$ cat src/hw/ethpipe_pkg.sv
package ethpipe_pkg;

  // --------------------------------------------------
  // bus widths
  // --------------------------------------------------

  // word address, top bit picks slot memory over registers
  localparam int WB_AW = 15;
  localparam int WB_DW = 16;
  localparam int WB_SW = 2;

  // free-running counter and captured timestamp
  localparam int CNT_W   = 64;
  localparam int STAMP_W = 48;

  // status register bit positions
  localparam int STAT_BUSY = 0;
  localparam int STAT_DONE = 3;

  // --------------------------------------------------
  // bus structs
  // --------------------------------------------------

  // request fields as driven by the master
  typedef struct packed {
    logic             we;
    logic [WB_AW-1:0] adr;
    logic [WB_DW-1:0] dat;
    logic [WB_SW-1:0] sel;
  } wb_req_t;

  // response fields as returned by a target
  typedef struct packed {
    logic             ack;
    logic [WB_DW-1:0] dat;
  } wb_rsp_t;

  // --------------------------------------------------
  // register map, low 8 bits of the word address
  // --------------------------------------------------
  typedef enum logic [7:0] {
    REG_CNT0      = 8'h02,
    REG_CNT1      = 8'h03,
    REG_CNT2      = 8'h04,
    REG_CNT3      = 8'h05,
    REG_STATUS    = 8'h08,
    REG_TX_WR_PTR = 8'h18,
    REG_TX_RD_PTR = 8'h1A,
    REG_STAMP0    = 8'h80,
    REG_STAMP1    = 8'h81,
    REG_STAMP2    = 8'h82
  } reg_addr_e;

  // slot sender FSM
  typedef enum logic [1:0] {
    S_IDLE,
    S_FETCH,
    S_HIGH,
    S_LOW
  } sender_state_e;

endpackage
$ cat src/hw/wb_target_mux.sv
`timescale 1ns/100ps

module wb_target_mux (
  input  logic                 wb_cyc_i,
  input  logic                 wb_stb_i,
  input  ethpipe_pkg::wb_req_t wb_req_i,
  input  ethpipe_pkg::wb_rsp_t reg_rsp_i,
  input  ethpipe_pkg::wb_rsp_t mem_rsp_i,
  output logic                 reg_stb_o,
  output logic                 mem_stb_o,
  output ethpipe_pkg::wb_rsp_t wb_rsp_o
);
  import ethpipe_pkg::*;

  logic cyc_stb;
  logic mem_sel;

  // --------------------------------------------------
  // strobe steering
  // --------------------------------------------------

  // a cycle only counts with both cyc and stb
  assign cyc_stb = wb_cyc_i & wb_stb_i;

  // top address bit: 1 is slot memory, 0 is register bank
  assign mem_sel = wb_req_i.adr[WB_AW-1];

  assign reg_stb_o = cyc_stb & ~mem_sel;
  assign mem_stb_o = cyc_stb & mem_sel;

  // --------------------------------------------------
  // response merge
  // --------------------------------------------------

  // master holds the address through the ack cycle,
  // so the same select still picks the right target
  always_comb begin
    wb_rsp_o.ack = mem_sel ? mem_rsp_i.ack : reg_rsp_i.ack;
    // unselected target contributes zero data
    wb_rsp_o.dat = ({WB_DW{mem_sel}} & mem_rsp_i.dat) |
                   ({WB_DW{~mem_sel}} & reg_rsp_i.dat);
  end

endmodule

$ cat config.mk
export PLATFORM = sky130hd
export DESIGN_NAME = wb_target_mux
export DESIGN_NICKNAME = d
export VERILOG_FILES = /design/src/hw/ethpipe_pkg.sv /design/src/hw/wb_target_mux.sv
export SDC_FILE = /design/constraint.sdc
export NUM_CORES = 1
export LEC_CHECK = 0
export BUFFER_PORTS_ARGS = -buffer_cell sky130_fd_sc_hd__clkbuf_2
export CORE_MARGIN = 2
export CORE_UTILIZATION = 20
export DETAILED_ROUTE_END_ITERATION = 10
export MAX_ROUTING_LAYER = met4
export PLACE_DENSITY_LB_ADDON = 0.15
export SYNTH_ARGS = -nofsm -noshare
export SYNTH_HDL_FRONTEND = slang
export SYNTH_SLANG_ARGS = --single-unit
export TNS_END_PERCENT = 20
$ cat constraint.sdc
create_clock -name vclk -period 1.1
set_input_delay 0.055 -clock vclk [all_inputs]
set_output_delay 0.055 -clock vclk [all_outputs]
set_load 0.005 [all_outputs]
==> flow_metrics.env <==
export IMPL_hold_start="reg_rsp_i[6]"
export IMPL_cp_end_kind="output pin"
export IMPL_yosysUniqueCellTypes=6
export IMPL_rsz0062_at_grt="no"
export IMPL_syn_nets=91
export IMPL_antenna_left=0
export IMPL_core_area_um2=1285
export IMPL_via_per_inst=4.407
export IMPL_grt_overflow_total=0
export IMPL_multiInputGateArea_um2=239.0
export IMPL_dr_pass1_iters=1
export IMPL_place_congestion=0.6685
export IMPL_holdPathStages=3
export IMPL_arrival_ns=0.79
export IMPL_max_freq_ghz=1.180
export IMPL_holdWs_ns=0.4037
export IMPL_syn_cell_area_um2=270.3
export IMPL_die_y_um=40.76
export IMPL_fin_crit_ns=0.8475
export IMPL_ys_warn_count=0
export IMPL_maxSlewViolCount=0
export IMPL_numPortBuffers=56
export IMPL_grt_use_met1_pct=8.974
export IMPL_post_cts_resized=0
export IMPL_synth_area_per_cell_um2=12.87
export IMPL_synth_area_leaders="mux2_4 (44%), mux2_2 (38%), buf_12 (7.4%)"
export IMPL_grt_antenna_before_repair=0
export IMPL_grt_max_degree=20
export IMPL_vdd_drop_max_mv=0.1373
export IMPL_tns_ns=0
export IMPL_postCtsHoldBufs=0
export IMPL_start_kind="input pin"
export IMPL_dieArea_um2=1661
export IMPL_nFlopsAndLatches=0
export IMPL_busiest_layer="met2"
export IMPL_num_vias=401
export IMPL_area_growth_pct=106.5
export IMPL_use_met2_pct=27.38
export IMPL_path_class="in -> out"
export IMPL_setup_viol=0
export IMPL_fp_row_count=13
export IMPL_p_leak_nw=0.3554
export IMPL_drc_errors=0
export IMPL_seqCellArea_um2=0
export IMPL_dieWidth_um=40.76
export IMPL_diodes=0
export IMPL_crit_required_ns=1.04
export IMPL_holdPathEnd="wb_rsp_o[6]"
export IMPL_drt_initial_drc_count=0
export IMPL_powerDensity_nw_per_um2=384.5
export IMPL_first_global_vias=337
export IMPL_maxCapViolations=0
export IMPL_relSlewSlack_pct=92.15
export IMPL_io_pins=89
export IMPL_nFillCells=143
export IMPL_grt_pass1_wl_um=1255
export IMPL_drive_gt1_share_pct=100.0
export IMPL_synth_most_common_cell="mux2_2"
export IMPL_seq_area_frac_synth_pct=0
export IMPL_status="completed"
export IMPL_track_usage_pct=11.75
export IMPL_postSynthCellCount=21
export IMPL_synthTopCellsByCount="mux2_2 (9), mux2_4 (8)"
export IMPL_drt_wl_total_um=1056
export IMPL_nNetsFinal=148
export IMPL_hp_class="in -> out"
export IMPL_synth_top_area_share_pct=44.44
export IMPL_worst_pin_slew_ns=0.1178
export IMPL_crit_fanout=19
export IMPL_wl_per_cell_um=11.60
export IMPL_post_cts_buffers=0
export IMPL_timing_final_crit_share_pct=77.04
export IMPL_clockBufferCount=0
export IMPL_initial_core_util_pct=21.03
export IMPL_finalHoldViolCount=0
export IMPL_grtUsageMet3_pct=2.717
export IMPL_yosys_area_top_type="mux2_4"
==> worst max-delay path by stage <==
stage            startpoint           end  cells after the start
2_1_floorplan  wb_req_i[32]  wb_rsp_o[10]                      3
3_3_place_gp   wb_req_i[32]   wb_rsp_o[4]                      4
3_5_place_dp   wb_req_i[32]   wb_rsp_o[4]                      4
4_1_cts        wb_req_i[32]   wb_rsp_o[4]                      4
5_1_grt        wb_req_i[32]   wb_rsp_o[4]                      4
6_report       wb_req_i[32]   wb_rsp_o[4]                      4
==> placed cells by master (no fill, tap or decap), drive strengths merged <==
cell and n:
and3 1, mux2 17, buf 1, clkbuf 56, and3b 1
==> area by class of cell <==
class              count  area share, %
repair buffers        57          53.81
well taps             15          3.363
multi-input cells     19          42.83
==> metrics by stage <==
step	worst slack (ns)	utilization [%]	std cells	cell area (µm²)	power, mW
6_report	0.2525	43.43	91	558.0	0.2146
5_1_grt	0.2331	43.43	91	558.0	0.2348
4_1_cts	0.2444	43.43	91	558.0	0.2188
3_5_place_dp	0.2452	43.43	91	558.0	0.2181
3_3_place_gp	0.2475	43.43	91	558.0	0.2173
2_1_floorplan	0.4373	-	21	270.3	0.1037
==> power by group <==
| part | switching (mW) | internal, mW |
|---|---|---|
| clock | 0 | 0 |
| combinational | 0.0695 | 0.145 |
| sequential | 0 | 0 |
==> metal layers <==
layer | up-vias | wire length (µm)
met1 | 156 | 284
met5 | - | 0
met3 | 0 | 260
met4 | 0 | 0
met2 | 55 | 510
li1 | 190 | -
==> critical path, cell delays in order <==
cell and delay (ns):
clkbuf_2 0.10, buf_12 0.16, mux2_2 0.36, clkbuf_2 0.11
==> kinds of logic after synthesis <==
| group | count (synthesis) | synth area share [%] |
|---|---|---|
| multiplexers | 17 | 81.95 |
| AND/OR/NAND/NOR | 2 | 6.483 |
| buffers and inverters | 2 | 11.57 |
Power figures use the tool's default switching activity.
