<file path="src/hw/ethpipe_pkg.sv">
package ethpipe_pkg;

  // --------------------------------------------------
  // bus widths
  // --------------------------------------------------

  // word address, top bit picks slot memory over registers
  localparam int WB_AW = 15;
  localparam int WB_DW = 16;
  localparam int WB_SW = 2;

  // free-running counter and captured timestamp
  localparam int CNT_W   = 64;
  localparam int STAMP_W = 48;

  // status register bit positions
  localparam int STAT_BUSY = 0;
  localparam int STAT_DONE = 3;

  // --------------------------------------------------
  // bus structs
  // --------------------------------------------------

  // request fields as driven by the master
  typedef struct packed {
    logic             we;
    logic [WB_AW-1:0] adr;
    logic [WB_DW-1:0] dat;
    logic [WB_SW-1:0] sel;
  } wb_req_t;

  // response fields as returned by a target
  typedef struct packed {
    logic             ack;
    logic [WB_DW-1:0] dat;
  } wb_rsp_t;

  // --------------------------------------------------
  // register map, low 8 bits of the word address
  // --------------------------------------------------
  typedef enum logic [7:0] {
    REG_CNT0      = 8'h02,
    REG_CNT1      = 8'h03,
    REG_CNT2      = 8'h04,
    REG_CNT3      = 8'h05,
    REG_STATUS    = 8'h08,
    REG_TX_WR_PTR = 8'h18,
    REG_TX_RD_PTR = 8'h1A,
    REG_STAMP0    = 8'h80,
    REG_STAMP1    = 8'h81,
    REG_STAMP2    = 8'h82
  } reg_addr_e;

  // slot sender FSM
  typedef enum logic [1:0] {
    S_IDLE,
    S_FETCH,
    S_HIGH,
    S_LOW
  } sender_state_e;

endpackage
</file>
<file path="src/hw/slot_sender.sv">
`timescale 1ns/100ps

module slot_sender #(
  parameter int SLOT_AW = 10
) (
  input  logic               clk_125,
  input  logic               sys_rst,
  input  logic [SLOT_AW-1:0] wr_ptr_i,
  input  logic [15:0]        rd_data_i,
  output logic [SLOT_AW-1:0] rd_addr_o,
  output logic [SLOT_AW-1:0] rd_ptr_o,
  output logic               tx_en_o,
  output logic [7:0]         txd_o,
  output logic               stamp_req_o,
  output logic               done_o
);
  import ethpipe_pkg::*;

  sender_state_e      state_q;
  logic [SLOT_AW-1:0] rd_ptr_q;
  logic [SLOT_AW-1:0] ptr_nxt;
  logic               pending;

  // wraps modulo slot size
  assign ptr_nxt = rd_ptr_q + 1'b1;
  assign pending = (rd_ptr_q != wr_ptr_i);

  // prefetch next word while the low byte goes out
  assign rd_addr_o = (state_q == S_LOW) ? ptr_nxt : rd_ptr_q;
  assign rd_ptr_o  = rd_ptr_q;

  // --------------------------------------------------
  // sender FSM, registered byte stream
  // --------------------------------------------------
  always_ff @(posedge clk_125) begin
    if (sys_rst) begin
      state_q     <= S_IDLE;
      rd_ptr_q    <= '0;
      tx_en_o     <= 1'b0;
      txd_o       <= 8'h00;
      stamp_req_o <= 1'b0;
      done_o      <= 1'b0;
    end else begin
      stamp_req_o <= 1'b0;
      done_o      <= 1'b0;
      case (state_q)
        S_IDLE: begin
          tx_en_o <= 1'b0;
          txd_o   <= 8'h00;
          // still high here only right after the last low byte
          done_o  <= tx_en_o;
          if (pending) begin
            state_q <= S_FETCH;
          end
        end
        S_FETCH: begin
          // read of rd_ptr in flight
          state_q <= S_HIGH;
        end
        S_HIGH: begin
          tx_en_o     <= 1'b1;
          txd_o       <= rd_data_i[15:8];
          // first high byte of a burst
          stamp_req_o <= ~tx_en_o;
          state_q     <= S_LOW;
        end
        S_LOW: begin
          // memory still holds the word read in S_HIGH
          tx_en_o  <= 1'b1;
          txd_o    <= rd_data_i[7:0];
          rd_ptr_q <= ptr_nxt;
          if (ptr_nxt != wr_ptr_i) begin
            state_q <= S_HIGH;
          end else begin
            state_q <= S_IDLE;
          end
        end
        default: begin
          state_q <= S_IDLE;
        end
      endcase
    end
  end

endmodule

</file>
<file path="config.mk">
export PLATFORM = sky130hd
export DESIGN_NAME = slot_sender
export DESIGN_NICKNAME = d
export VERILOG_FILES = /design/src/hw/ethpipe_pkg.sv /design/src/hw/slot_sender.sv
export SDC_FILE = /design/constraint.sdc
export NUM_CORES = 1
export LEC_CHECK = 0
export BUFFER_PORTS_ARGS = -buffer_cell sky130_fd_sc_hd__buf_4
export CELL_PAD_IN_SITES_DETAIL_PLACEMENT = 2
export CELL_PAD_IN_SITES_GLOBAL_PLACEMENT = 2
export CORE_MARGIN = 4
export CORE_UTILIZATION = 28
export CTS_CLUSTER_SIZE = 20
export DETAILED_ROUTE_END_ITERATION = 12
export HOLD_SLACK_MARGIN = 0.03
export PLACE_DENSITY_LB_ADDON = 0.05
export SLEW_MARGIN = 30
export SYNTH_ARGS = -nofsm -noshare
export SYNTH_HDL_FRONTEND = slang
export SYNTH_SLANG_ARGS = --single-unit
export TNS_END_PERCENT = 100
</file>
<file path="constraint.sdc">
create_clock -name clk_125 -period 3.9 [get_ports clk_125]
set_input_delay 0.39 -clock clk_125 [delete_from_list [all_inputs] [get_ports clk_125]]
set_output_delay 0.39 -clock clk_125 [all_outputs]
set_load 0.05 [all_outputs]
</file>
==> results of run 1 <==
## power by group
| group | leakage (uW) | switching (uW) | total, uW | internal [uW] |
|---|---|---|---|---|
| logic | 0.000584 | 56.4 | 104 | 47.9 |
| clock network | 0.0000228 | 77.4 | 150 | 72.9 |
| registers | 0.000187 | 11.1 | 253 | 242 |
| total | 0.000794 | 145 | 508 | 363 |
## registers in the layout, indices dropped and copies added (netlist names)
register     cells
tx_en_o          1
txd_o            8
done_o           1
rd_ptr_o        10
state_q          2
stamp_req_o      1
## per-layer routing
metal / part of all wire, % / vias up / routed length (um) / global-route usage [%]
met5: 0 / - / 0 / 0
met2: 51 / 33 / 2068 / 25.12
li1: - / 587 / - / -
met4: 0.59 / 0 / 24 / 4.078
met3: 4.8 / 2 / 194 / 1.979
met1: 44 / 594 / 1778 / 19.86
## worst reg2reg max path: cells and delay by family, from the launching register on
family	cells	cell delay, ns
flops	1	0.67
xor+xnor	1	0.16
simple gates	4	0.92
## stage by stage
step / std cells / hold slack [ns] / utilization (%) / cell area (um2)
3_5_place_dp: 241 / 0.4838 / 39.47 / 1730
5_1_grt: 245 / 0.3941 / 40.50 / 1775
4_1_cts: 245 / 0.3635 / 40.50 / 1775
3_3_place_gp: 241 / 0.4946 / 39.47 / 1730
2_1_floorplan: 140 / 0.4616 / - / 1281
6_report: 245 / 0.3686 / 40.50 / 1775
## kinds of logic after synthesis
logic type	count (synthesis)	share of synthesized area (%)
AO/OA/AOI/OAI	15	8.692
XOR/XNOR	26	17.77
adder cells (fa/ha/maj)	1	0.9764
buffers and inverters	9	4.003
flip-flops	23	35.94
multiplexers	9	7.910
AND/OR/NAND/NOR	57	24.71
## worst paths after layout
path,start,to,slack [ns],cells past startpoint
setup reg to reg,state_q[1],rd_ptr_o[8],2.03,5
hold reg to reg,tx_en_o,stamp_req_o,0.49,1
hold / removal,rd_data_i[15],txd_o[7],0.37,3
setup / recovery,state_q[1],rd_addr_o[8],1.35,5
## final cells by class
class                   count  area (um2)
multi-input cells         108       769.5
repair buffers             58       435.4
flip-flops and latches     23       460.4
well taps                  52       65.06
clock buffers               4       45.04
fillers                   509        2609
## cell usage in the layout, fill, tap and decap left out, types with 2 or more instances in the layout
cell type / instances
nor3b_1: 2
nand3_1: 4
buf_4: 58
nor2b_1: 10
dfxtp_1: 23
and3_1: 2
clkbuf_8: 3
nor4_1: 2
nand2_1: 6
nor4b_1: 2
a22oi_1: 8
mux2_2: 9
nand2b_1: 2
xnor2_1: 14
xor2_1: 12
nor3_1: 2
nand4_1: 4
nor2_1: 15
==> results.py, run 1 <==
metrics = {
    "logic_synthesis": {
        "yosys_warnings": 0,
        "synthFlopType": "dfxtp_1",
        "ys_top_cells_by_count": "dfxtp_1, nor2_1, xnor2_1",
        "syn_inst": 140,
        "synth.avg_cell_area_um2": 9.152,
        "synthesis.area_um2": 1281,
        "syn-num-nets": 169,
        "yosysMostFrequentCell": "dfxtp_1",
        "synth_cell_types": 34,
        "synth_edf_count": 0,
        "async_flop_share_pct": 0,
        "ys_seq_area_share_pct": 35.94,
        "synth_top_area_share_pct": 35.94,
        "synth_top_area_cell": "dfxtp_1",
        "synth_area_leaders": "dfxtp_1, xnor2_1, xor2_1, mux2_2, nor2b_1",
        "synth_seq_cells": 23,
    },
    "route": {
        "drc_errors": 0,
        "dr.pass1.iters": 4,
        "viasPerCell": 4.963,
        "antenna_left": 0,
        "wl_um": 4066,
        "drt_iter0_markers": 31,
        "via_count": 1216,
        "wl_per_cell_um": 16.60,
    },
    "power_and_ir_drop": {
        "power_density_nw_per_um2": 286.0,
        "p_leak_uw": 0.0007937,
        "power_uw": 507.7,
        "ir_drop_v": 0.0001083,
    },
    "die": {
        "rows": 24,
        "io_pins": 59,
        "core-area_um2": 4384,
        "die_area_um2": 5722,
        "die_height_um": 75.65,
        "start_util_pct": 29.22,
        "die-width_um": 75.65,
    },
    "run_status": {
        "outcome": "finished clean",
    },
    "timing": {
        "max_slew.worst_pin.slew_ns": 0.6344,
        "final.setup.worst_slack_ns": 1.352,
        "maxSlewViolCount": 0,
        "final-hold-violation-count": 0,
        "skew_ns": 0.001700,
        "tns_ns": 0,
        "finalCriticalPeriod_ns": 2.548,
        "setup_viol": 0,
        "post-route-period-util_pct": 65.32,
        "rsz0062_at_grt": "false",
        "achievable-frequency_ghz": 0.3925,
        "relSlewSlack_pct": 57.62,
    },
    "cts": {
        "cts_hold_buf": 0,
        "cts_setup_buffers": 0,
        "root_buffer": "clkbuf_8",
        "numClockSinks": 23,
        "cts_resized": 0,
        "htreeDepth": 1,
        "cts_tree": "built",
        "cts-buffers-inserted": 3,
        "insertion_delay_ns": 0.26,
        "cts.clk_slew.worst_paths_ns": 0.08,
        "ctsLongestPathBuffers": 2,
    },
    "setup_path": {
        "crit_slowest_cell": "dfxtp_1",
        "crit_chain": "and2_0 -> and3_1 -> nand3_1 -> xnor2_1 -> buf_4",
        "crit_buf_inv": 1,
        "cp.required_ns": 3.51,
        "worst_ep_arrival_time_ns": 2.16,
        "crit_family": "simple AND/OR/NAND/NOR gates",
        "max_stage_delay_ns": 0.67,
        "worstSetupStartpointType": "register",
        "crit_fanout": 15,
        "crit_type": "reg2out",
        "worstSetupEndpointType": "output pin",
    },
    "placed_design": {
        "numPortBuffers": 58,
        "dp_hpwl_um": 3226,
        "pre_cts_ws_ns": 1.612,
        "place_congestion": 0.7294,
    },
    "finish": {
        "drive_gt1_share_pct": 38.34,
        "antenna_cells": 0,
        "area_growth_pct": 38.57,
        "final_nets": 223,
    },
    "global_routing": {
        "antenna_found_initial": 0,
        "grt_util_all_layers_pct": 14.87,
        "grt_max_degree": 23,
        "grt_pass1_wl_um": 6444,
        "gr-total-overflow": 0,
        "grt_pass1_vias": 1295,
    },
    "min_path": {
        "min_path_type": "in2reg",
    },
    "run": {
        "drv_cap": 0,
    },
}
No activity file was read; power rests on OpenSTA's default activity.
==> run 2: changes to the inputs <==
--- a/config.mk
+++ b/config.mk
@@ -9,7 +9,7 @@
 export CELL_PAD_IN_SITES_DETAIL_PLACEMENT = 2
 export CELL_PAD_IN_SITES_GLOBAL_PLACEMENT = 2
 export CORE_MARGIN = 4
-export CORE_UTILIZATION = 28
+export CORE_UTILIZATION = 26
 export CTS_CLUSTER_SIZE = 20
 export DETAILED_ROUTE_END_ITERATION = 12
 export HOLD_SLACK_MARGIN = 0.03
==> constraint.sdc (replaced) <==
create_clock -name clk_125 -period 2.6 [get_ports clk_125]
set_input_delay 0.26 -clock clk_125 [delete_from_list [all_inputs] [get_ports clk_125]]
set_output_delay 0.26 -clock clk_125 [all_outputs]
set_load 0.05 [all_outputs]
==> results.py, run 2 (synthesis gave the netlist of run 1 again) <==
metrics = {
    "placed_design": {
        "dp_hpwl_um": 3171,
        "place_congestion": 0.7606,
        "pre_cts_ws_ns": 0.7785,
        "numPortBuffers": 58,
    },
    "cts": {
        "cts.clk_slew.worst_paths_ns": 0.09,
        "root_buffer": "clkbuf_8",
        "htreeDepth": 1,
        "cts-buffers-inserted": 3,
        "cts_hold_buf": 0,
        "cts_setup_buffers": 0,
        "numClockSinks": 23,
        "ctsLongestPathBuffers": 2,
        "cts_resized": 0,
        "cts_tree": "built",
        "insertion_delay_ns": 0.27,
    },
    "route": {
        "antenna_left": 0,
        "drt_iter0_markers": 35,
        "wl_um": 4075,
        "dr.pass1.iters": 2,
        "drc_errors": 0,
        "wl_per_cell_um": 15.55,
        "via_count": 1196,
        "viasPerCell": 4.565,
    },
    "setup_path": {
        "crit_family": "simple AND/OR/NAND/NOR gates",
        "cp.required_ns": 2.34,
        "crit_chain": "and4_4 -> and3_4 -> nand3_1 -> xnor2_1 -> buf_4",
        "worstSetupStartpointType": "register",
        "max_stage_delay_ns": 0.51,
        "crit_fanout": 8,
        "worstSetupEndpointType": "output pin",
        "timing.rr.start": "rd_ptr_o[0]",
        "startpoint": "rd_ptr_o[2]",
        "crit_type": "reg2out",
        "crit_buf_inv": 1,
        "crit_slowest_cell": "dfxtp_1",
        "worst_ep_arrival_time_ns": 1.86,
    },
    "global_routing": {
        "grt_pass1_vias": 1317,
        "grt_max_degree": 23,
        "antenna_found_initial": 0,
        "grt_util_all_layers_pct": 13.78,
        "gr-total-overflow": 0,
        "grt_pass1_wl_um": 6741,
    },
    "finish": {
        "drive_gt1_share_pct": 39.49,
        "area_growth_pct": 41.31,
        "final_nets": 225,
        "antenna_cells": 0,
        "layout_common_cells": "buf_4, dfxtp_1, nor2_1, xnor2_1, xor2_1",
        "finish.utilization_pct": 38.08,
        "largest_reg_flops": 10,
        "final_common_cell": "buf_4",
    },
    "power_and_ir_drop": {
        "p_seq_share_pct": 47.6,
        "p_clk_share_pct": 30.7,
        "p_int_uw": 545.3,
        "netSwitchingFraction_pct": 29.92,
        "power_density_nw_per_um2": 429.8,
        "power.switching_uw": 232.8,
        "p_comb_share_pct": 21.7,
        "ir_drop_v": 0.0001675,
        "p_leak_uw": 0.0008066,
    },
    "die": {
        "die_area_um2": 6115,
        "rows": 25,
        "io_pins": 59,
        "die_height_um": 78.20,
        "die-width_um": 78.20,
        "start_util_pct": 26.95,
        "core-area_um2": 4755,
    },
    "run": {
        "drv_cap": 0,
    },
    "timing": {
        "maxSlewViolCount": 0,
        "tns_ns": 0,
        "skew_ns": 0.003489,
        "relSlewSlack_pct": 60.20,
        "max_slew.worst_pin.slew_ns": 0.5958,
        "post-route-period-util_pct": 81.60,
        "rsz0062_at_grt": "false",
        "setup_viol": 0,
        "final.setup.worst_slack_ns": 0.4784,
        "finalCriticalPeriod_ns": 2.122,
        "achievable-frequency_ghz": 0.4713,
        "final-hold-violation-count": 0,
    },
    "min_path": {
        "min_path_type": "in2reg",
        "hp-start": "rd_data_i[13]",
    },
    "run_status": {
        "outcome": "finished clean",
    },
}
run 2: changes by cell type in the layout (fill, tap and decap cells not counted), sizes merged:
cell / delta
clkbuf: -1
clkinv: +1
buf: +2
run 2: area by class of cell:
cell class | instances | area [um2]
Fill cell | 559 | 2944
Multi-Input combinational cell | 108 | 769.5
Sequential cell | 23 | 460.4
Timing Repair Buffer | 60 | 450.4
Tap cell | 67 | 83.83
Clock buffer | 3 | 41.29
Clock inverter | 1 | 5.005
run 2: worst register-to-register path, delay by kind of cell, from the launching register on:
kind	cells	cell delay, ns
flops	1	0.47
compound gates	3	0.45
simple gates	2	0.37
fa+ha+maj	1	0.35
run 2: per-stage QoR:
stage	instances	cell area [um2]	hold WS, ns	power, uW
3_3_place_gp	258	1764	0.4721	545.0
4_1_cts	262	1810	0.2269	789.6
3_5_place_dp	258	1764	0.5023	549.6
5_1_grt	262	1810	0.2437	814.6
2_1_floorplan	140	1281	0.3316	478.0
6_report	262	1810	0.2267	778.1
run 2: path summary, 6_finish.rpt:
| check | to | slack [ns] | cells past startpoint |
|---|---|---|---|
| max | rd_addr_o[9] | 0.48 | 5 |
| min reg2reg | stamp_req_o | 0.50 | 1 |
| min | txd_o[5] | 0.23 | 3 |
| max reg2reg | state_q[1] | 0.86 | 6 |
run 2: power groups by stage:
stage | clock (uW) | sequential [uW] | combinational, uW
finish | 239 | 370 | 169
global route | 259 | 373 | 183
CTS | 247 | 371 | 172
detailed placement | 0 | 379 | 171
global placement | 0 | 377 | 168
floorplan | 0 | 410 | 68.4
run 2: routing by layer:
| layer | GRT usage, % | up-vias | wire [um] |
|---|---|---|---|
| met5 | 0 | - | 0 |
| met4 | 4.895 | 0 | 61 |
| met3 | 3.096 | 6 | 213 |
| met2 | 22.43 | 32 | 1951 |
| met1 | 17.83 | 561 | 1849 |
| li1 | - | 597 | - |
