`config.mk`:
```
export PLATFORM = sky130hd
export DESIGN_NAME = ethpipe_regs
export DESIGN_NICKNAME = d
export VERILOG_FILES = /design/src/hw/ethpipe_pkg.sv /design/src/hw/ethpipe_regs.sv
export SDC_FILE = /design/constraint.sdc
export NUM_CORES = 1
export LEC_CHECK = 0
export BUFFER_PORTS_ARGS = -buffer_cell sky130_fd_sc_hd__buf_4
export CAP_MARGIN = 20
export CELL_PAD_IN_SITES_DETAIL_PLACEMENT = 0
export CELL_PAD_IN_SITES_GLOBAL_PLACEMENT = 1
export CORE_UTILIZATION = 45
export CTS_BUF_LIST = sky130_fd_sc_hd__clkbuf_2
export DETAILED_ROUTE_END_ITERATION = 12
export PLACE_DENSITY_LB_ADDON = 0.1
export SETUP_SLACK_MARGIN = 0.1
export SLEW_MARGIN = 20
export SYNTH_ARGS = -nofsm -noshare
export SYNTH_HDL_FRONTEND = slang
export SYNTH_SLANG_ARGS = --single-unit
```
`constraint.sdc`:
```
create_clock -name clk_125 -period 5.1 [get_ports clk_125]
set_input_delay 0.51 -clock clk_125 [delete_from_list [all_inputs] [get_ports clk_125]]
set_output_delay 0.51 -clock clk_125 [all_outputs]
set_load 0.005 [all_outputs]
```
`src/hw/ethpipe_pkg.sv`:
```
package ethpipe_pkg;

  // --------------------------------------------------
  // bus widths
  // --------------------------------------------------

  // word address, top bit picks slot memory over registers
  localparam int WB_AW = 15;
  localparam int WB_DW = 16;
  localparam int WB_SW = 2;

  // free-running counter and captured timestamp
  localparam int CNT_W   = 64;
  localparam int STAMP_W = 48;

  // status register bit positions
  localparam int STAT_BUSY = 0;
  localparam int STAT_DONE = 3;

  // --------------------------------------------------
  // bus structs
  // --------------------------------------------------

  // request fields as driven by the master
  typedef struct packed {
    logic             we;
    logic [WB_AW-1:0] adr;
    logic [WB_DW-1:0] dat;
    logic [WB_SW-1:0] sel;
  } wb_req_t;

  // response fields as returned by a target
  typedef struct packed {
    logic             ack;
    logic [WB_DW-1:0] dat;
  } wb_rsp_t;

  // --------------------------------------------------
  // register map, low 8 bits of the word address
  // --------------------------------------------------
  typedef enum logic [7:0] {
    REG_CNT0      = 8'h02,
    REG_CNT1      = 8'h03,
    REG_CNT2      = 8'h04,
    REG_CNT3      = 8'h05,
    REG_STATUS    = 8'h08,
    REG_TX_WR_PTR = 8'h18,
    REG_TX_RD_PTR = 8'h1A,
    REG_STAMP0    = 8'h80,
    REG_STAMP1    = 8'h81,
    REG_STAMP2    = 8'h82
  } reg_addr_e;

  // slot sender FSM
  typedef enum logic [1:0] {
    S_IDLE,
    S_FETCH,
    S_HIGH,
    S_LOW
  } sender_state_e;

endpackage
```
`src/hw/ethpipe_regs.sv`:
```
`timescale 1ns/100ps

module ethpipe_regs #(
  parameter int SLOT_AW = 10
) (
  input  logic                 clk_125,
  input  logic                 sys_rst,
  input  logic                 stb_i,
  input  ethpipe_pkg::wb_req_t req_i,
  input  logic [SLOT_AW-1:0]   rd_ptr_i,
  input  logic                 stamp_req_i,
  input  logic                 done_i,
  output ethpipe_pkg::wb_rsp_t rsp_o,
  output logic [SLOT_AW-1:0]   wr_ptr_o,
  output logic                 intr_o
);
  import ethpipe_pkg::*;

  logic [CNT_W-1:0]   cnt_q;
  logic [7:1]         status_q;
  logic [7:0]         status_rd;
  logic [SLOT_AW-1:0] wr_ptr_q;
  logic [STAMP_W-1:0] stamp_q;
  logic               ack_q;
  logic [WB_DW-1:0]   rd_q;
  logic [WB_DW-1:0]   rd_val;
  logic               access;
  logic               wr_access;
  logic               busy;
  reg_addr_e          offset;

  // one access per strobe, the ack cycle is not sampled again
  assign access    = stb_i & ~ack_q;
  assign wr_access = access & req_i.we;
  assign offset    = reg_addr_e'(req_i.adr[7:0]);

  // sender still has words between the pointers
  assign busy = (rd_ptr_i != wr_ptr_q);

  // --------------------------------------------------
  // free-running counter
  // --------------------------------------------------
  always_ff @(posedge clk_125) begin
    if (sys_rst) begin
      cnt_q <= '0;
    end else begin
      cnt_q <= cnt_q + 1'b1;
    end
  end

  // --------------------------------------------------
  // control registers
  // --------------------------------------------------
  always_ff @(posedge clk_125) begin
    if (sys_rst) begin
      status_q <= '0;
      wr_ptr_q <= '0;
      stamp_q  <= '0;
    end else begin
      // low lane carries status bits 7:1, bit 0 is busy
      if (wr_access && offset == REG_STATUS && req_i.sel[0]) begin
        status_q <= req_i.dat[7:1];
      end
      // done from the sender wins over a clearing write
      if (done_i) begin
        status_q[STAT_DONE] <= 1'b1;
      end
      // pointer only moves on a full word write
      if (wr_access && offset == REG_TX_WR_PTR && (&req_i.sel)) begin
        wr_ptr_q <= req_i.dat[SLOT_AW-1:0];
      end
      // counter sampled on the first byte of a burst
      if (stamp_req_i) begin
        stamp_q <= cnt_q[STAMP_W-1:0];
      end
    end
  end

  // --------------------------------------------------
  // read path
  // --------------------------------------------------
  always_comb begin
    status_rd            = {status_q, 1'b0};
    status_rd[STAT_BUSY] = busy;
  end

  always_comb begin
    case (offset)
      REG_CNT0:      rd_val = cnt_q[15:0];
      REG_CNT1:      rd_val = cnt_q[31:16];
      REG_CNT2:      rd_val = cnt_q[47:32];
      REG_CNT3:      rd_val = cnt_q[63:48];
      REG_STATUS:    rd_val = {8'h00, status_rd};
      REG_TX_WR_PTR: rd_val = WB_DW'(wr_ptr_q);
      REG_TX_RD_PTR: rd_val = WB_DW'(rd_ptr_i);
      REG_STAMP0:    rd_val = stamp_q[15:0];
      REG_STAMP1:    rd_val = stamp_q[31:16];
      REG_STAMP2:    rd_val = stamp_q[47:32];
      // unmapped offsets still ack, reading zero
      default:       rd_val = '0;
    endcase
  end

  always_ff @(posedge clk_125) begin
    if (sys_rst) begin
      ack_q <= 1'b0;
    end else begin
      ack_q <= access;
    end
  end

  always_ff @(posedge clk_125) begin
    if (access) begin
      rd_q <= rd_val;
    end
  end

  assign rsp_o    = '{ack: ack_q, dat: rd_q};
  assign wr_ptr_o = wr_ptr_q;
  assign intr_o   = status_q[STAT_DONE];

endmodule

```
==> results_dict.tcl, run 1 <==
set metrics [dict create \
    htree_levels 4 \
    critPathMaxStageDelay_ns 0.63 \
    drc 0 \
    crit_chain "ha_1 > nand4_4 > nor4_4 > nand4_2 > or4_1 > a21oi_1" \
    synth_cell_types 54 \
    status "finished, final reports clean" \
    endpoint_kind "flop" \
    boundaryPins 77 \
    dieArea_um2 16200 \
    place_hpwl_um 14200 \
    setup_tns_ns 0 \
    core-area_um2 15300 \
    grt_pass1_wl_um 31900 \
    worst_slew_pin_slew_ns 1.12 \
    fmax_mhz 359 \
    dieWidth_um 127 \
    grtUsageTotal_pct 25.7 \
    fin_skew_ns 0.0430 \
    crit_buf_inv 0 \
    synth_edf_count 16 \
    critical_path.startpoint_type "flop" \
    cts.sinks 146 \
    ys_warn_count 0 \
    via_count 6171 \
    p_leak_uw 0.00303 \
    irDropWorstVdd_mv 0.136 \
    ys_seq_elements 146 \
    clkTransAtPathRegs_ns 0.25 \
    clk_latency_ns 0.73 \
    drive_gt1_share_pct 14.8 \
    path_delay_family "simple AND/OR/NAND/NOR gates" \
    cts-root-buf "clkbuf_2" \
    fin_crit_sh_pct 54.6 \
    wl_um 20200 \
    syn_inst 781 \
    cap_violations 0 \
    syn_to_final_growth_pct 13.9 \
    cts_tree "done" \
    drt_iter0_markers 653 \
    hold_viol 0 \
    yosysSeqAreaShare_pct 43.7 \
    cts_setup_buffers 0 \
    cp.arrival_ns 3.43 \
    rows 45 \
    nets 884 \
    grt_max_degree 70 \
    avgViaCountPerCell 5.83 \
    finalMaxSlewViolations 0 \
    stdcell_count 1059 \
    grt_setup_unrepaired "no" \
    grt_pass1_vias 5801 \
    antenna_left 0 \
    async_flop_share_pct 0 \
    gr-total-overflow 0 \
    firstDrtPassIters 8 \
    power_density_nw_per_um2 264 \
    start_util_pct 46.2 \
    hp-class "in -> reg" \
    dpl.cell_count 1018 \
    ys.flop_type "dfxtp_1" \
    worstSetupPathType "reg -> reg" \
    syn_area_per_cell_um2 9.04 \
    relSlewSlack_pct 24.9 \
    syn_area_um2 7060 \
    io_buffers 63 \
    wl_per_cell_um 19.1 \
    crit_slowest_cell "or4_1" \
    synth.net_count 831 \
    cts_buffers 17 \
    die_h_um 127 \
    setup_viol 0 \
    critPathMaxFanout 14 \
    cp.required_ns 5.74 \
    routabilityCongestion 0.841 \
    period_needed_ns 2.79 \
    antenna_found_initial 1 \
    cts_buffer_depth 2 \
    utilization_pct 52.7 \
]
## per-layer routing
metal / global-route usage [%] / up-vias / routed length [um] / part of all wire (%)
met3: 4.56 / 17 / 1170 / 5.8
met5: 0 / - / 0 / 0
li1: - / 2952 / - / -
met4: 7.49 / 0 / 265 / 1.3
met1: 36.3 / 2999 / 9730 / 48
met2: 40.3 / 203 / 9030 / 45
## where the power goes
part / switching, uW / leakage [uW] / internal, uW
registers: 7.87 / 0.00121 / 1170
logic: 67.1 / 0.00164 / 51.9
clock network: 441 / 0.000181 / 378
## worst paths after layout
path	slack, ns	cells after the start	endpoint	from
worst max-delay path	2.31	6	cnt_q[54]$_SDFF_PP0_	cnt_q[1]$_SDFF_PP0_
worst min-delay path	0.04	3	status_q[6]$_SDFFE_PP0P_	req_i[8]
worst max register to register	2.31	6	cnt_q[54]$_SDFF_PP0_	cnt_q[1]$_SDFF_PP0_
worst min register to register	0.52	2	stamp_q[10]$_SDFFE_PP0P_	stamp_q[10]$_SDFFE_PP0P_
## area by class of cell
| type | instances | area, um^2 |
|---|---|---|
| diodes | 1 | 2.50 |
| clock buffers | 19 | 95.1 |
| clock inverters | 13 | 205 |
| fillers | 1439 | 7220 |
| inverters | 9 | 33.8 |
| multi-input cells | 583 | 3760 |
| flip-flops and latches | 146 | 3080 |
| well taps | 211 | 264 |
| repair buffers | 77 | 598 |
## Yosys cell counts (4+ instances only)
| library cell | count | area share [%] |
|---|---|---|
| or3_1 | 16 | 1.4 |
| and4_1 | 4 | 0.50 |
| o21ai_0 | 31 | 2.2 |
| a21oi_1 | 42 | 3.0 |
| nor2_1 | 103 | 5.5 |
| nand3_1 | 44 | 3.1 |
| buf_2 | 7 | 0.50 |
| xor2_1 | 19 | 2.4 |
| nor4_1 | 5 | 0.44 |
| nor2b_1 | 6 | 0.53 |
| or4_1 | 16 | 1.7 |
| nand2_1 | 76 | 4.0 |
| a221oi_1 | 7 | 0.87 |
| o31ai_1 | 16 | 1.7 |
| a22oi_1 | 25 | 2.7 |
| a222oi_1 | 7 | 0.99 |
| and3_1 | 8 | 0.71 |
| nand4_1 | 19 | 1.7 |
| clkbuf_1 | 29 | 1.5 |
| edfxtp_1 | 16 | 6.8 |
| mux2i_1 | 71 | 10 |
| dfxtp_1 | 130 | 37 |
| xnor2_1 | 22 | 2.7 |
| nor3_1 | 10 | 0.71 |
| inv_1 | 9 | 0.48 |
## metrics by stage
step,hold slack [ns],total power (uW),area [um^2],setup slack (ns)
after global placement,0.472,1310,7650,2.14
final,0.0388,2120,8040,2.31
after detailed placement,0.480,1320,7650,2.16
after CTS,0.0000236,2130,8010,2.29
after global routing,0.00891,2200,8040,2.08
after floorplan,0.450,1260,7060,2.81
## cell usage in the layout (no fill, tap or decap), types with 4 or more instances in the layout
cell	count
o31ai_1	16
nor2b_1	5
buf_4	69
xor2_1	19
a21oi_1	42
edfxtp_1	16
a22oi_1	25
mux2i_1	71
o21ai_0	31
nand2_1	76
dfxtp_1	130
nor4_1	5
bufinv_16	5
and4_1	4
or4_1	16
or3_1	16
nor3_1	10
xnor2_1	22
dlygate4sd3_1	8
clkbuf_2	19
a221oi_1	7
inv_1	9
a222oi_1	7
and3_1	8
nand3_1	44
nand4_1	19
nor2_1	103
## flip-flops by register name (all words and copies together), names as in the netlist
name,flops
cnt_q,64
stamp_q,48
rd_q,16
wr_ptr_o,10
status_q,7
ack_q,1
## worst reg2reg max path: stages, from the launching register on
cell	delay [ns]
dfxtp_1	0.50
ha_1	0.30
nand4_4	0.24
nor4_4	0.44
nand4_2	0.43
or4_1	0.64
a21oi_1	0.16
## logic make-up (layout without fill, tap and decap cells)
group	count (synthesis)	after routing	synth area share (%)
multiplexers	74	74	10.5
other	0	1	0
AO/OA/AOI/OAI	131	131	11.8
AND/OR/NAND/NOR	336	336	25.5
flip-flops	146	146	43.7
adder cells (fa/ha/maj)	1	1	0.177
XOR/XNOR	41	41	5.09
buffers and inverters	52	118	3.19
## timing repair
| action | CTS | global route |
|---|---|---|
| hold buffers | 6 | 2 |
| hold endpoints to repair | 7 | 2 |
| resized for setup | 0 | 0 |
Note: power is estimated with default switching activity, not from simulation.
==> inputs of run 2 (changes only) <==
==> constraint.sdc (replaced) <==
create_clock -name clk_125 -period 2.7 [get_ports clk_125]
set_input_delay 0.27 -clock clk_125 [delete_from_list [all_inputs] [get_ports clk_125]]
set_output_delay 0.27 -clock clk_125 [all_outputs]
set_load 0.005 [all_outputs]
==> run 2 against run 1 <==
Against the previous run: first-iteration DRC count shrank 18%; count of clock-buffer cells in the layout is the same; via count grew 1.4%; critical path type unchanged; highest routed layer unchanged.
==> results_dict.tcl, run 2 (synthesis results as in run 1) <==
set metrics [dict create \
    status "finished, final reports clean" \
    critPathMaxStageDelay_ns 0.48 \
    cts_buffers 17 \
    dieArea_um2 16200 \
    grtUsageTotal_pct 26.5 \
    io_buffers 63 \
    final_common_cell "dfxtp_1" \
    syn_to_final_growth_pct 18.4 \
    p_total_uw 3710 \
    start_util_pct 46.2 \
    pwr-share-comb_pct 6.8 \
    clk_latency_ns 0.71 \
    pre_cts_ws_ns 0.257 \
    power_frac_seq_pct 60.0 \
    avgViaCountPerCell 5.69 \
    gr-total-overflow 0 \
    critical_path.startpoint_type "flop" \
    placedInstanceArea_um2 7840 \
    endpoint_kind "flop" \
    core-area_um2 15300 \
    cap_violations 0 \
    switching_share_pct 25.6 \
    firstDrtPassIters 5 \
    via_count 6260 \
    hold_viol 0 \
    worstSetupPathType "reg -> reg" \
    n_antenna_cell 0 \
    p_int_uw 2760 \
    place_hpwl_um 14500 \
    final_cell_mix "129 x dfxtp_1, 103 x nor2_1, 94 x buf_4, 76 x nand2_1, 71 x mux2i_1" \
    worst_slew_pin_slew_ns 0.859 \
    crit_buf_inv 1 \
    power_density_nw_per_um2 444 \
    die_h_um 127 \
    htree_levels 4 \
    setup_viol 0 \
    relSlewSlack_pct 42.7 \
    period_needed_ns 2.34 \
    setup_tns_ns 0 \
    boundaryPins 77 \
    p_leak_uw 0.00318 \
    cts-root-buf "clkbuf_2" \
    cp.arrival_ns 3.01 \
    cts_tree "done" \
    irDropWorstVdd_mv 0.495 \
    fmax_mhz 427 \
    critPathMaxFanout 6 \
    cts.sinks 146 \
    fin_area_um2 8350 \
    dieWidth_um 127 \
    drive_gt1_share_pct 17.1 \
    nets 926 \
    largest_reg_flops 64 \
    antenna_found_initial 0 \
    regToRegSetupSlack_ns 0.36 \
    cts_buffer_depth 2 \
    grt_pass1_wl_um 32800 \
    finalMaxSlewViolations 0 \
    fin_ws_ns 0.357 \
    top_register "cnt_q" \
    wl_um 20400 \
    clkTransAtPathRegs_ns 0.22 \
    power_switching_uw 949 \
    fillers 1430 \
    fin_skew_ns 0.0250 \
    wl_per_cell_um 18.6 \
    cp.required_ns 3.36 \
    grt_setup_unrepaired "no" \
    grt_pass1_vias 5987 \
    fin_hold_ws_ns 0.102 \
    crit_slowest_cell "or4_1" \
    routabilityCongestion 0.895 \
    drc 0 \
    antenna_left 0 \
    grt_max_degree 61 \
    rows 45 \
    hp-class "in -> reg" \
    path_delay_family "simple AND/OR/NAND/NOR gates" \
    biggestRegsByFlops "cnt_q (64), stamp_q (48), rd_q (16)" \
    drt_iter0_markers 537 \
    fin_crit_sh_pct 86.8 \
    clkPwrFrac_pct 33.2 \
    crit_chain "ha_1 > nand4_4 > buf_4 > nor4_4 > nand4_1 > or4_1 > a21oi_1" \
]
-- run 2: changes by cell type in the layout (fill, tap and decap cells not counted), moves of 3 or more --
cell,before,now
buf_4,69,94
dlygate4sd3_1,8,24
clkinvlp_4,0,5
bufinv_16,5,2
-- run 2: cell type report --
type	count	area [um^2]	area share, %
timing repair buffer	119	966	11.6
inverter	9	33.8	0.404
clock buffer	19	95.1	1.14
sequential	146	3080	36.9
clock inverter	13	136	1.63
tap	211	264	3.16
multi-input combinational	583	3770	45.2
-- run 2: worst reg2reg max path, stage by stage, from the launching register on --
cell and delay, ns:
dfxtp_2 0.43, ha_1 0.27, nand4_4 0.15, buf_4 0.21
nor4_4 0.35, nand4_1 0.27, or4_1 0.48, a21oi_1 0.15
-- run 2: timing repair --
action	CTS	global route
hold endpoints to repair	47	0
buffers inserted	0	3
gates resized for setup	0	4
hold buffers	24	0
endpoints found under the setup margin	0	20
-- run 2: power by group through the flow --
stage	Combinational (uW)	Sequential [uW]	Clock, uW
CTS	251	2230	1270
floorplan	118	2270	0
global placement	220	2270	0
global route	268	2230	1370
finish	251	2230	1230
detailed placement	223	2270	0
-- run 2: per-stage QoR --
step           utilization (%)  cells
5_1_grt                   54.7   1100
3_3_place_gp              51.3   1041
2_1_floorplan                -    781
6_report                  54.7   1100
4_1_cts                   54.4   1097
3_5_place_dp              51.3   1041
-- run 2: metal layers --
layer | global-route usage [%] | vias up | share of wire [%]
met3 | 5.15 | 28 | 5.7
met5 | 0 | - | 0
li1 | - | 3038 | -
met2 | 40.8 | 188 | 45
met4 | 8.75 | 0 | 2.1
met1 | 37.3 | 3006 | 48
-- run 2: final timing paths --
kind              cells after the start                  endpoint                      from
hold reg to reg                       2  wr_ptr_o[7]$_SDFFE_PP0P_  wr_ptr_o[7]$_SDFFE_PP0P_
setup / recovery                      7      cnt_q[60]$_SDFF_PP0_       cnt_q[1]$_SDFF_PP0_
setup reg to reg                      7      cnt_q[60]$_SDFF_PP0_       cnt_q[1]$_SDFF_PP0_
hold / removal                        2         rd_q[0]$_DFFE_PP_                 req_i[19]
